$ cat src/design/lcd_pkg.sv
`default_nettype none

package lcd_pkg;

    // ------------------------------------------------------------
    // Clock and HD44780 timing in clk cycles
    // ------------------------------------------------------------
    localparam logic [31:0] clk_freq_hz = 32'd50_000_000;

    // 500 ns minimum enable phase plus one cycle of margin
    localparam int unsigned en_pulse_cyc = clk_freq_hz / 32'd2_000_000 + 32'd1;

    // Pulse counter width and its terminal value
    localparam int unsigned pulse_w = $clog2(en_pulse_cyc);
    localparam logic [pulse_w-1:0] pulse_last = pulse_w'(en_pulse_cyc - 1);

    localparam int unsigned delay_w = 20;

    localparam logic [delay_w-1:0] power_on_cyc   = delay_w'(clk_freq_hz / 32'd1_000 * 32'd15);
    localparam logic [delay_w-1:0] init1_wait_cyc = delay_w'(clk_freq_hz / 32'd10_000 * 32'd41);
    localparam logic [delay_w-1:0] init_wait_cyc  = delay_w'(clk_freq_hz / 32'd10_000);
    localparam logic [delay_w-1:0] cmd_wait_cyc   = delay_w'(clk_freq_hz / 32'd1_000_000 * 32'd40);
    localparam logic [delay_w-1:0] clear_wait_cyc =
        delay_w'(clk_freq_hz / 32'd1_000_000 * 32'd1_600);

    // ------------------------------------------------------------
    // Banner message
    // ------------------------------------------------------------
    typedef logic [3:0] msg_idx_t;

    localparam msg_idx_t msg_len = 4'd10;  // "THE GAME" plus two spaces

    // ------------------------------------------------------------
    // Byte request and LCD pins
    // ------------------------------------------------------------
    typedef struct packed {
        logic       is_data;  // RS level for this byte
        logic [7:0] value;
    } lcd_byte_t;

    typedef struct packed {
        logic       rs;
        logic       en;
        logic [3:0] data;     // D7..D4
    } lcd_bus_t;

    // Init commands in the order they go out
    typedef enum logic [3:0] {
        func_8bit_a,
        func_8bit_b,
        func_8bit_c,
        func_4bit,
        func_set,
        disp_off,
        clear,
        entry,
        disp_on
    } init_step_e;

    typedef enum logic [2:0] {
        power_wait,
        send,
        release_req,
        post_delay,
        done
    } seq_state_e;

    typedef enum logic [2:0] {
        idle,
        setup_hi,
        en_hi,
        hold_hi,
        setup_lo,
        en_lo,
        hold_lo,
        ack_wait
    } nib_state_e;

endpackage

`default_nettype wire

$ cat src/design/lcd_nibble_writer.sv
`timescale 1ns/1ps
`default_nettype none

module lcd_nibble_writer (
    input  logic                 clk,
    input  logic                 rst_n,
    input  logic                 byte_req,
    input  lcd_pkg::lcd_byte_t   byte_data,
    output logic                 byte_ack,
    output lcd_pkg::lcd_bus_t    lcd
);

    lcd_pkg::nib_state_e          state;
    logic [lcd_pkg::pulse_w-1:0]  pulse_cnt;
    lcd_pkg::lcd_byte_t           lat_byte;
    logic                         accept;
    logic                         pulse_end;

    assign accept    = (state == lcd_pkg::idle) && byte_req;
    assign pulse_end = (pulse_cnt == lcd_pkg::pulse_last);

    // Holds the low nibble until its turn on the bus
    always_ff @(posedge clk) begin
        if (accept) begin
            lat_byte <= byte_data;
        end
    end

    // ------------------------------------------------------------
    // Nibble FSM
    // ------------------------------------------------------------
    always_ff @(posedge clk or negedge rst_n) begin
        if (!rst_n) begin
            state     <= lcd_pkg::idle;
            pulse_cnt <= '0;
            byte_ack  <= 1'b0;
            lcd       <= '0;
        end else begin
            case (state)
                lcd_pkg::idle: begin
                    lcd <= '0;  // Bus rests low between bytes and after the banner
                    if (accept) begin
                        lcd.rs   <= byte_data.is_data;
                        lcd.data <= byte_data.value[7:4];
                        state    <= lcd_pkg::setup_hi;
                    end
                end
                lcd_pkg::setup_hi: begin
                    lcd.en    <= 1'b1;
                    pulse_cnt <= '0;
                    state     <= lcd_pkg::en_hi;
                end
                lcd_pkg::en_hi: begin
                    pulse_cnt <= pulse_cnt + 1'b1;
                    if (pulse_end) begin
                        lcd.en    <= 1'b0;  // LCD latches the high nibble here
                        pulse_cnt <= '0;
                        state     <= lcd_pkg::hold_hi;
                    end
                end
                lcd_pkg::hold_hi: begin
                    pulse_cnt <= pulse_cnt + 1'b1;
                    if (pulse_end) begin
                        lcd.rs    <= lat_byte.is_data;
                        lcd.data  <= lat_byte.value[3:0];
                        pulse_cnt <= '0;
                        state     <= lcd_pkg::setup_lo;
                    end
                end
                lcd_pkg::setup_lo: begin
                    lcd.en    <= 1'b1;
                    pulse_cnt <= '0;
                    state     <= lcd_pkg::en_lo;
                end
                lcd_pkg::en_lo: begin
                    pulse_cnt <= pulse_cnt + 1'b1;
                    if (pulse_end) begin
                        lcd.en    <= 1'b0;
                        pulse_cnt <= '0;
                        state     <= lcd_pkg::hold_lo;
                    end
                end
                lcd_pkg::hold_lo: begin
                    pulse_cnt <= pulse_cnt + 1'b1;
                    if (pulse_end) begin
                        pulse_cnt <= '0;
                        byte_ack  <= 1'b1;
                        state     <= lcd_pkg::ack_wait;
                    end
                end
                lcd_pkg::ack_wait: begin
                    // Ack drops once req is gone
                    if (!byte_req) begin
                        byte_ack <= 1'b0;
                        lcd      <= '0;
                        state    <= lcd_pkg::idle;
                    end
                end
                default: state <= lcd_pkg::idle;
            endcase
        end
    end

    // ------------------------------------------------------------
    // Checks
    // ------------------------------------------------------------
    a_bus_stable_en: assert property (@(posedge clk) disable iff (!rst_n)
        lcd.en && $past(lcd.en) |-> $stable(lcd.rs) && $stable(lcd.data));

    a_ack_needs_req: assert property (@(posedge clk) disable iff (!rst_n)
        $rose(byte_ack) |-> byte_req);

endmodule

`default_nettype wire

$ cat src/design/lcd_sequencer.sv
`timescale 1ns/1ps
`default_nettype none

module lcd_sequencer (
    input  logic                 clk,
    input  logic                 rst_n,
    output logic                 byte_req,
    output lcd_pkg::lcd_byte_t   byte_data,
    input  logic                 byte_ack
);

    lcd_pkg::seq_state_e           state;
    lcd_pkg::init_step_e           step;
    lcd_pkg::msg_idx_t             msg_idx;
    logic                          msg_phase;  // Set once the init list is through
    logic [lcd_pkg::delay_w-1:0]   delay_cnt;
    lcd_pkg::lcd_byte_t            cur_byte;
    logic [lcd_pkg::delay_w-1:0]   cur_delay;

    // ------------------------------------------------------------
    // Step tables
    // ------------------------------------------------------------
    function automatic logic [7:0] cmd_value(input lcd_pkg::init_step_e s);
        case (s)
            lcd_pkg::func_8bit_a: return 8'h30;
            lcd_pkg::func_8bit_b: return 8'h30;
            lcd_pkg::func_8bit_c: return 8'h30;
            lcd_pkg::func_4bit:   return 8'h20;  // Switch to 4-bit bus
            lcd_pkg::func_set:    return 8'h28;  // Two lines and 5x8 font
            lcd_pkg::disp_off:    return 8'h08;
            lcd_pkg::clear:       return 8'h01;
            lcd_pkg::entry:       return 8'h06;  // Increment without shift
            lcd_pkg::disp_on:     return 8'h0C;  // Cursor and blink off
            default:              return 8'h00;
        endcase
    endfunction

    function automatic logic [lcd_pkg::delay_w-1:0] cmd_delay(input lcd_pkg::init_step_e s);
        case (s)
            lcd_pkg::func_8bit_a: return lcd_pkg::init1_wait_cyc;
            lcd_pkg::func_8bit_b,
            lcd_pkg::func_8bit_c,
            lcd_pkg::func_4bit:   return lcd_pkg::init_wait_cyc;
            lcd_pkg::clear:       return lcd_pkg::clear_wait_cyc;
            default:              return lcd_pkg::cmd_wait_cyc;
        endcase
    endfunction

    function automatic logic [7:0] msg_char(input lcd_pkg::msg_idx_t idx);
        case (idx)
            4'd0:    return "T";
            4'd1:    return "H";
            4'd2:    return "E";
            4'd4:    return "G";
            4'd5:    return "A";
            4'd6:    return "M";
            4'd7:    return "E";
            default: return " ";  // Positions 3, 8 and 9
        endcase
    endfunction

    always_comb begin
        if (msg_phase) begin
            cur_byte  = '{is_data: 1'b1, value: msg_char(msg_idx)};
            cur_delay = lcd_pkg::cmd_wait_cyc;
        end else begin
            cur_byte  = '{is_data: 1'b0, value: cmd_value(step)};
            cur_delay = cmd_delay(step);
        end
    end

    // Payload follows the step while a request is being made
    always_ff @(posedge clk) begin
        if (state == lcd_pkg::send) begin
            byte_data <= cur_byte;
        end
    end

    // ------------------------------------------------------------
    // Sequencer FSM
    // ------------------------------------------------------------
    always_ff @(posedge clk or negedge rst_n) begin
        if (!rst_n) begin
            state     <= lcd_pkg::power_wait;
            step      <= lcd_pkg::func_8bit_a;
            msg_idx   <= '0;
            msg_phase <= 1'b0;
            delay_cnt <= lcd_pkg::power_on_cyc - 1'b1;
            byte_req  <= 1'b0;
        end else begin
            case (state)
                lcd_pkg::power_wait: begin
                    if (delay_cnt == '0) begin
                        state <= lcd_pkg::send;
                    end else begin
                        delay_cnt <= delay_cnt - 1'b1;
                    end
                end
                lcd_pkg::send: begin
                    byte_req <= 1'b1;
                    if (byte_ack) begin
                        byte_req <= 1'b0;
                        state    <= lcd_pkg::release_req;
                    end
                end
                lcd_pkg::release_req: begin
                    if (!byte_ack) begin
                        delay_cnt <= cur_delay - 1'b1;
                        state     <= lcd_pkg::post_delay;
                    end
                end
                lcd_pkg::post_delay: begin
                    if (delay_cnt != '0) begin
                        delay_cnt <= delay_cnt - 1'b1;
                    end else if (msg_phase) begin
                        if (msg_idx == lcd_pkg::msg_len - 1'b1) begin
                            state <= lcd_pkg::done;
                        end else begin
                            msg_idx <= msg_idx + 1'b1;
                            state   <= lcd_pkg::send;
                        end
                    end else begin
                        if (step == lcd_pkg::disp_on) begin
                            msg_phase <= 1'b1;  // Banner text follows the init list
                            msg_idx   <= '0;
                        end else begin
                            step <= lcd_pkg::init_step_e'(step + 4'd1);
                        end
                        state <= lcd_pkg::send;
                    end
                end
                lcd_pkg::done: byte_req <= 1'b0;
                default:       state    <= lcd_pkg::done;
            endcase
        end
    end

    a_byte_stable: assert property (@(posedge clk) disable iff (!rst_n)
        byte_req && $past(byte_req) |-> $stable(byte_data));

    // Request only drops once the writer has acked
    a_req_held: assert property (@(posedge clk) disable iff (!rst_n)
        $fell(byte_req) |-> byte_ack);

endmodule

`default_nettype wire

$ cat src/design/lcd_banner_top.sv
`timescale 1ns/1ps
`default_nettype none

module lcd_banner_top (
    input  logic                 clk,
    input  logic                 rst_n,
    output lcd_pkg::lcd_bus_t    lcd
);

    // Sequencer to writer handshake
    logic                  byte_req;
    logic                  byte_ack;
    lcd_pkg::lcd_byte_t    byte_data;

    lcd_sequencer seq_i (
        .clk       (clk),
        .rst_n     (rst_n),
        .byte_req  (byte_req),
        .byte_data (byte_data),
        .byte_ack  (byte_ack)
    );

    lcd_nibble_writer writer_i (
        .clk       (clk),
        .rst_n     (rst_n),
        .byte_req  (byte_req),
        .byte_data (byte_data),
        .byte_ack  (byte_ack),
        .lcd       (lcd)
    );

endmodule

`default_nettype wire

$ cat config.mk
export PLATFORM = sky130hd
export DESIGN_NAME = lcd_banner_top
export DESIGN_NICKNAME = d
export VERILOG_FILES = /design/src/design/lcd_pkg.sv /design/src/design/lcd_nibble_writer.sv /design/src/design/lcd_sequencer.sv /design/src/design/lcd_banner_top.sv
export SDC_FILE = /design/constraint.sdc
export NUM_CORES = 1
export LEC_CHECK = 0
export BUFFER_PORTS_ARGS = -buffer_cell sky130_fd_sc_hd__buf_2
export CAP_MARGIN = 20
export CORE_MARGIN = 4
export CORE_UTILIZATION = 60
export CTS_BUF_LIST = sky130_fd_sc_hd__clkbuf_2 sky130_fd_sc_hd__clkbuf_4 sky130_fd_sc_hd__clkbuf_8
export DETAILED_ROUTE_END_ITERATION = 8
export PLACE_DENSITY = 0.77
export SLEW_MARGIN = 20
export SYNTH_ARGS = -nofsm -noshare
export SYNTH_HDL_FRONTEND = slang
export SYNTH_SLANG_ARGS = --single-unit
$ cat constraint.sdc
create_clock -name clk -period 3.4 [get_ports clk]
set_clock_uncertainty 0.05 [all_clocks]
set_input_delay 0.17 -clock clk [delete_from_list [all_inputs] [get_ports clk]]
set_output_delay 0.17 -clock clk [all_outputs]
set_load 0.02 [all_outputs]
* After elaboration in Yosys (flattened, before gate mapping) *
Memory sizes are Yosys's and may differ from the RTL's.
Cells that the tools add are included.

word-level totals
  memories = 1
  logic and storage cells = 135
  ROM bits = 96
  input bits = 2
  flip-flop bits (word level) = 62

memory list
  memory            words  width  read ports  clocked after memory_dff  wr ports  line                 text
  (name not given)  16     6      1           0                         0         lcd_sequencer.sv:24  case (s)

cells by class
  $add $sub $neg = 5
  reduce and logical (&&, ||, !) cells = 28
  equality and inequality tests = 38
  multiplexer cells = 43
  bitwise logic cells = 4

operators by type and width
  kind                     count
  $mux W20                 4
  $pmux W20 S3             1
  $pmux W18 S3             1
  $pmux W7 S6              1
  $sub A20 B1 Y20 const B  2
  $mux W3                  12
  $pmux W3 S8              1
  $eq A4 B3 Y1 const B     5
  $logic_not A20 Y1        1
  $mux W4                  5
  $reduce_bool A20 Y1      1
  $ne A2 B1 Y1 const B     9
  $eq A3 B3 Y1 const B     5
  $pmux W3 S5              1
  $eq A3 B2 Y1 const B     4
  $eq A4 B2 Y1 const B     3
  $pmux W4 S3              1
  $reduce_and A4 Y1        3
  $ne A2 B2 Y1 const B     5
  $pmux W5 S2              1
  $mux W9                  1
  $reduce_and A3 Y1        3
  $add A4 B1 Y4 const B    2
  $eq A4 B1 Y1 const B     2
  23 further kinds         44

* Logic depth before layout (Yosys ltp) *
Gate-level depths: netlist (run 1).

  depth in word-level cells = 7
  depth in mapped cells = 10

* Hierarchy *
From an unflattened synthesis (run 1), not the netlist that was laid out.

unflattened totals
  cell total of the unflattened synthesis = 415
  area total of the unflattened synthesis = 3871.2 um^2

modules (own cells, without submodules)
  module             sequential area each (um^2)  times used  cells an instance  area each (um^2)
  lcd_sequencer      1082.3                       1           296                2698.8
  lcd_nibble_writer  525.5                        1           119                1172.4

* Least setup slack after synthesis (run 1) *
Ideal clock, no wire load.

  kind = register -> register
  from = register seq_i.state[2]
  to = register seq_i.delay_cnt[12] (netlist bit)
  arrival = 2440 ps
  setup time = 80 ps
  slack = 830 ps
  stages on the path, launching flop included = 11
  cell sequence = dfrtp_1 -> or3b_2 -> clkbuf_1 -> clkbuf_1 -> nand2_1 -> ha_1 -> nand3b_1 -> or2_2 -> nor3_1 -> a31oi_1 -> o22a_1

on the way
  longest elaborated chain between the ends = 3
  elaborated cells on any way between the ends = 9
  those cells by class = 5 x eq/ne; 1 x mux; 3 x reduce/logical

ends and longest elaborated chain
  element                                               line                  text
  from (decl)                                           lcd_sequencer.sv:12   lcd_pkg::seq_state_e state;
  from (signal assigned)                                lcd_sequencer.sv:84   state <= lcd_pkg::power_wait;
  from (signal assigned)                                lcd_sequencer.sv:94   state <= lcd_pkg::send;
  from (signal assigned)                                lcd_sequencer.sv:103  state <= lcd_pkg::release_req;
  $eq A3 B2 Y1 or $logic_not A3 Y1 (tied branches)      lcd_sequencer.sv:91   case (state)
  $ne A2 B1 Y1 (no line), or another cell as far along  -
  $reduce_and A4 Y1 (no line)                           -
  to (signal assigned)                                  lcd_sequencer.sv:88   delay_cnt <= lcd_pkg::power_on_cyc - 1'b1;
  to (signal assigned)                                  lcd_sequencer.sv:96   delay_cnt <= delay_cnt - 1'b1;
  to (signal assigned)                                  lcd_sequencer.sv:108  delay_cnt <= cur_delay - 1'b1;
  to (decl)                                             lcd_sequencer.sv:16   logic [lcd_pkg::delay_w-1:0] delay_cnt;

Parallel ways exist; a longest one is shown, timed or not.
A chain may end at the register's enable or synchronous reset.

* Worst setup path after layout (run 1) *
Ends and elaborated chain as after synthesis.

==> metrics.md, run 1 <==
| Metric | Value |
|---|---|
| Number of nets in the layout | 416 |
| WS Path Type | reg2reg |
| # port buffers | 7 |
| Average cell area after synthesis | 9.40 um^2 |
| # placed instances | 460 |
| Highest fanout seen on the critical path | 14 |
| Final min period | about 2.9 ns |
| Max Buffers Root-to-Sink | 2 |
| DP Wirelength | 5330 um |
| Number of maximum-capacitance constraint violations | 0 |
| DR pass1 iterations | 4 |
| Final RePlAce weighted congestion | between 0.8 and 0.9 |
| Worst setup EP type | flip-flop |
| Initial detailed-routing violation count | 231 |
| Required time at the worst-slack endpoint | between 3 and 4 ns |
| Core region area | around 0.006 mm^2 |
| Fin. max-slew vios | 0 |
| Type of the tightest min-delay check | in2async |
| Synth Warn # | 0 |
| Overall track demand over capacity in global routing | 22.3% |
| Post-cts sizing count | 0 |
| DRC Markers | 0 |
| Share of the yosys chip area belonging to registers | a little over two fifths |
| Final routed wire length divided by cell count | between 15 and 20 um |
| Area of combinational cells with multiple inputs | roughly 0.0019 mm^2 |
| Full die area | 0.00755 mm^2 |
| I/O pins | 8 |
| Library cells used by synthesis | 62 |
| Worst R2R Setup Slack | 0.54 ns |
| Number of clock sinks | 61 |
| Unrepaired setup endpoints after global routing | false |
| Master cell of the clock root buffer | clkbuf_8 |
| Setup tns final | 0 ns |
| Clock tree from TritonCTS | yes |
| Vertical extent of the die | 86.9 um |
| Area fraction of the dominant cell type after synthesis | a little under a quarter |
| EDFF count, synth | 13 |
| Main synth FF type | dfrtp_1 |
| Setup Viol. Count Final | 0 |
| Rows | 28 |
| Total CTS buffers | 9 |
| Instance count of the mapped netlist | 397 |
| Number of global-route vias before repair | 2815 |
| Number of nets with antenna violations after routing | 0 |
| Final worst-path cycle share | roughly 84% |
| Run status | finished, final reports clean |
| Total power | 1.48 mW |
| Hold_ws | 0.327 ns |
| Fraction of registers with async set/reset | between 70% and 80% |
| Utilization after layout | 67.1% |
| Slew at the pin closest to its max-slew limit | between 1 and 1.5 ns |
| Finished Cell Area | 0.00402 mm^2 |
| CP Data Arrival Time | between 3 and 4 ns |
| Leakage power of the design | about 1.7 nW |
| Post-Place Worst Slack | 0.578 ns |
| Final hold viol count | 0 |
| Area added between synthesis and finish | 7.71% |
| Cell type with the highest aggregate area in the netlist | dfrtp_1 |
| Headroom to the max-slew limit | 31.6% |
| Cell Area, Synth | 0.00373 mm^2 |
| Aggregate routed wire length | 7610 um |
| Vias | 2936 |
| Register bit total from synthesis | 61 |
| Number of H-tree branching levels | 3 |
| Largest cells by area after synthesis | dfrtp_1 23%, edfxtp_1 10%, dfstp_2 9.1%, ha_1 5.7%, o21ai_0 5.1% |
| Effective utilization at floorplan | 62.3% |
| Largest net degree at the start of global routing | 49 |
| Largest delay contributor family on the critical path | simple AND/OR/NAND/NOR gates |
| Crit path setup slack, layout | between 0.5 and 0.6 ns |
| Antenna violations before repair | 0 |
| Number of nets in the synthesized netlist | roughly 420 |
| Power per cell area | 369 mW/mm^2 |
| CP max stage cell | or3b_2 |
| Critical path buffers and inverters | 0 |
| Count of placed standard cells in the final layout, fillers left out | 477 |
| Max incr delay on CP | 0.70 ns |
| Residual overflow from global routing | 0 |
| Area occupied by registers | 0.00161 mm^2 |
| Max rail drop VDD | around 0.19 mV |
| Vias per cell | 6.16 |
| Clock edge transition at the registers on the reported setup and hold paths | 0.08 ns |
| Startpoint class of the critical path | flip-flop |
| Area post-placement | 0.00379 mm^2 |
| Worst-path cell chain | or3b_2 > nand2_1 > ha_1 > nand3b_1 > or2_2 > nor3_1 > a31oi_1 > o22a_1 |
| Latest clock arrival within the worst-skew pair | 0.34 ns |
| Maximum achievable frequency | roughly 0.35 GHz |
| Global-route wire length before repair | 13200 um |
| Die width | 86.9 um |
| Fraction of final layout cells with drive strength greater than 1 | between 10 and 15% |
| Number of fill cells | 480 |
| Count of antenna diodes in the layout | 0 |
[cells by family after synthesis]
group	after synthesis	synth area share [%]
mux	8	2.28
compound gates	129	22.5
simple gates	137	20.8
fa+ha+maj	17	5.70
flops	61	43.1
buf+inv	42	4.99
xor+xnor	3	0.704
[final timing paths]
| kind | from | endpoint | cells after the start |
|---|---|---|---|
| max | seq_i.state[2] | seq_i.delay_cnt[12] | 8 |
| min | rst_n | writer_i.lcd[3] | 2 |
| max reg2reg | seq_i.state[2] | seq_i.delay_cnt[12] | 8 |
| min reg2reg | seq_i.byte_data[3] | writer_i.lat_byte[3] | 0 |
| max in group asynchronous | rst_n | seq_i.delay_cnt[11] | 2 |
| min in group clk | seq_i.byte_data[3] | writer_i.lat_byte[3] | 0 |
[Yosys cell counts, drive strengths merged, types with 8 or more instances]
library cell,count
clkbuf,18
dfrtp,35
nand3,10
a31oi,8
inv,18
a21oi,29
nand2,37
nor4,11
edfxtp,13
o21ai,42
ha,17
nor2,26
nor3,11
dfstp,13
[routing by layer]
metal	track usage, %	wire, um	share of wire, %	up-vias
met1	30.6	3590	47	1367
met4	11.3	218	2.9	0
met3	3.97	355	4.7	19
met2	33.9	3450	45	80
li1	-	-	-	1470
met5	0	0	0	-
[cell usage in the layout (no fill, tap or decap), types with 4 or more instances in the layout]
cell	netlist	final
o21ai_0	38	38
nand2_1	37	37
dfrtp_1	35	35
a21oi_1	29	29
nor2_1	25	25
inv_1	18	18
ha_1	17	17
edfxtp_1	13	13
dfstp_2	13	13
nor3_1	11	11
nand3_1	10	10
nor4_1	9	9
clkbuf_8	0	9
a31oi_1	8	8
nor2b_1	7	7
a22oi_1	7	7
o22a_1	6	6
buf_4	0	6
buf_2	2	6
nand2b_1	5	5
o31ai_1	5	5
o21a_1	5	5
o41ai_1	5	5
or2_2	4	4
mux2i_1	4	4
or4_1	4	4
o21ai_1	4	4
o22ai_1	4	4
[what timing repair did]
action	4_1_cts	5_1_grt
hold endpoints to repair	0	35
setup buffers	0	0
hold buffers	0	1
[where the power goes]
part	internal (mW)	switching [mW]	leakage [nW]	total, mW
logic	0.00151	0.0108	0.931	0.0123
clock network	0.416	0.310	0.110	0.726
registers	0.745	0	0.702	0.745
[sequential cells by signal, summed over array words and instances, names as in the netlist]
name	cells
writer_i.byte_ack	1
seq_i.delay_cnt	20
seq_i.step	4
writer_i.lat_byte	5
seq_i.byte_data	8
seq_i.msg_idx	4
seq_i.byte_req	1
writer_i.pulse_cnt	5
writer_i.state	3
writer_i.lcd	6
seq_i.msg_phase	1
seq_i.state	3
[area by class of cell]
cell class	count	area share, %
Tap cell	75	2.33
Timing Repair Buffer	13	2.12
Clock inverter	7	2.46
Sequential cell	61	40.0
Inverter	18	1.68
Multi-Input combinational cell	294	48.4
Clock buffer	9	3.08
Power figures use the tool's default switching activity.
==> inputs of run 2 (changes only) <==
==> constraint.sdc (replaced) <==
create_clock -name clk -period 2.9 [get_ports clk]
set_clock_uncertainty 0.05 [all_clocks]
set_input_delay 0.145 -clock clk [delete_from_list [all_inputs] [get_ports clk]]
set_output_delay 0.145 -clock clk [all_outputs]
set_load 0.02 [all_outputs]
==> metrics.md, run 2 (synthesis gave the netlist of run 1 again) <==
| Metric | Value |
|---|---|
| Total CTS buffers | 9 (unchanged) |
| End point of the critical path | seq_i.delay_cnt[11] |
| Latest clock arrival within the worst-skew pair | 0.36 ns (+0.02 ns) |
| Vias | 3038 (+3.5%) |
| Final RePlAce weighted congestion | 0.935 (+7.9%) |
| Highest fanout seen on the critical path | 19 (+5) |
| Final worst-path cycle share | 87.5% (+3.5 points) |
| Overall track demand over capacity in global routing | 21.6% (-0.69 points) |
| Fraction of final layout cells with drive strength greater than 1 | 16.3% (+1.4 points) |
| Rows | 28 (unchanged) |
| Die width | 86.9 um (unchanged) |
| Hold_ws | 0.313 ns (-0.0144 ns) |
| Worst r2r src | seq_i.delay_cnt[3] |
| Setup fix buffers added after clock tree synthesis | 0 (unchanged) |
| Met3 wirelength from detailed routing | 426 um (+20%) |
| Max Buffers Root-to-Sink | 2 (unchanged) |
| Residual overflow from global routing | 0 (unchanged) |
| Count of antenna diodes in the layout | 0 (unchanged) |
| Area added between synthesis and finish | 8.38% |
| Required time at the worst-slack endpoint | 3.09 ns (-0.53 ns) |
| WS Path Type | reg2reg |
| Setup Viol. Count Final | 0 (unchanged) |
| Largest registers | seq_i.delay_cnt: 20 flops, seq_i.byte_data: 8 flops, writer_i.lcd: 6 flops |
| Max FFs per register | 20 (unchanged) |
| Finished Cell Area | 0.00405 mm^2 (+0.62%) |
| CP Data Arrival Time | 2.73 ns (-0.34 ns) |
| Startpoint class of the critical path | flip-flop |
| Crit path setup slack, layout | 0.363 ns (-0.180 ns) |
| Full die area | 0.00755 mm^2 (unchanged) |
| Core region area | 0.00599 mm^2 (unchanged) |
| DRC Markers | 0 (unchanged) |
| Setup tns final | 0 ns (unchanged) |
| Crit. Startpoint | seq_i.delay_cnt[3] |
| Number of maximum-capacitance constraint violations | 0 (unchanged) |
| Utilization after layout | 67.5% (+0.42 points) |
| Max rail drop VDD | 0.284 mV (+52%) |
| Largest net degree at the start of global routing | 31 (-37%) |
| Run status | finished, final reports clean |
| Final routed wire length divided by cell count | 15.3 um (-3.8%) |
| Area post-placement | 0.00385 mm^2 (+1.6%) |
| Register containing the most flip-flops in the final layout | seq_i.delay_cnt |
| DR pass1 iterations | 5 (+1) |
| DP Wirelength | 5350 um (+0.32%) |
| Vertical extent of the die | 86.9 um (unchanged) |
| FF-to-FF path depth | 7 (-1) |
| # port buffers | 7 (unchanged) |
| Unrepaired setup endpoints after global routing | false |
| Effective utilization at floorplan | 62.3% (unchanged) |
| Final min period | 2.54 ns (-0.320 ns) |
| Slew at the pin closest to its max-slew limit | 0.693 ns (-0.325 ns) |
| Total met2 wirelength after detailed routing | 3290 um (-4.5%) |
| Headroom to the max-slew limit | 53.8% (+22 points) |
| Most common cell after layout, fill and taps aside | o21ai_0 |
| Global-route wire length before repair | 12800 um (-3.2%) |
| Fin. max-slew vios | 0 (unchanged) |
| Aggregate routed wire length | 7440 um (-2.2%) |
| Vias per cell | 6.26 (+1.8%) |
| Final hold viol count | 0 (unchanged) |
| Number of nets with antenna violations after routing | 0 (unchanged) |
| Post-Place Worst Slack | 0.359 ns (-0.219 ns) |
| Commonest cells after routing, fill and taps aside | 38 x o21ai_0, 37 x nand2_1, 35 x dfrtp_1, 29 x a21oi_1, 25 x nor2_1 |
| Number of H-tree branching levels | 3 (unchanged) |
| Clock edge transition at the registers on the reported setup and hold paths | 0.07 ns (about the same) |
| Clock tree from TritonCTS | yes |
| Leakage power of the design | 1.76 nW (+0.98%) |
| Highest metal layer with signal wires | met4 |
| Type of the tightest min-delay check | in2async |
| Worst flop-to-flop path endpoint | seq_i.delay_cnt[11] |
| I/O pins | 8 (unchanged) |
| Master cell of the clock root buffer | clkbuf_8 |
| Number of clock sinks | 61 (unchanged) |
| Maximum achievable frequency | 0.394 GHz (+13%) |
| Number of nets in the layout | 424 (+1.9%) |
| Worst R2R Setup Slack | 0.36 ns (-0.18 ns) |
| Worst setup EP type | flip-flop |
| Initial detailed-routing violation count | 164 (-29%) |
| Number of global-route vias before repair | 2754 (-2.2%) |
| M1 wire length | 3500 um (-2.5%) |
| Power per cell area | 403 mW/mm^2 (+9.4%) |
| Antenna violations before repair | 0 (unchanged) |
## run 2: changes by cell type in the layout (fill, tap and decap cells not counted)
cell | previous run | this run
inv_6 | 1 | 0
buf_4 | 6 | 13
bufinv_16 | 2 | 1
buf_2 | 6 | 7
clkinv_4 | 2 | 0
clkinv_1 | 0 | 1
clkinvlp_4 | 1 | 3
clkinv_2 | 1 | 2
## run 2: how the worst min path moves through the flow
| stage | slack [ns] | startpoint | endpoint |
|---|---|---|---|
| after floorplan | -0.20 | rst_n | seq_i.byte_req |
| after global placement | 0.17 | rst_n | writer_i.lcd[3] |
| after CTS | 0.33 | rst_n | writer_i.lcd[3] |
| after global routing | 0.36 | rst_n | writer_i.lcd[3] |
| final | 0.31 | rst_n | writer_i.lcd[3] |
| after detailed placement | 0.17 | rst_n | writer_i.lcd[3] |
## run 2: power breakdown
group          switching [mW]  internal, mW  total (mW)
combinational          0.0132       0.00222      0.0154
clock                   0.354         0.390       0.744
sequential                  0         0.874       0.874
total                   0.367          1.27        1.63
## run 2: metrics by stage
stage | power [mW] | instances
after floorplan | 0.890 | 397
after global placement | 0.905 | 468
after detailed placement | 0.905 | 468
after CTS | 1.64 | 485
after global routing | 1.69 | 485
final | 1.63 | 485
## run 2: area by class of cell
type,instances,area (um^2)
multi-input combinational,294,1940
fill,483,1940
sequential,61,1610
timing repair buffer,21,143
clock buffer,9,124
tap,75,93.8
inverter,18,67.6
clock inverter,7,66.3
## run 2: per-layer routing
metal  track usage (%)  vias to the layer above
li1                  -                     1504
met1              30.0                     1416
met2              31.3                       97
met3              5.39                       21
met4              11.2                        0
met5                 0                        -
## run 2: worst max-delay path, cell delays in order, from the launching register on
cell and delay, ns:
dfstp_2 0.40, or4_1 0.58, or3_4 0.41, a2111oi_4 0.37, a2111o_1 0.14, buf_4 0.22
nor2_1 0.07, o22a_1 0.17
## run 2: timing repair
action	CTS	global route
setup endpoints to repair	0	0
hold endpoints to repair	24	0
hold buffers	1	0
gates resized for setup	0	0
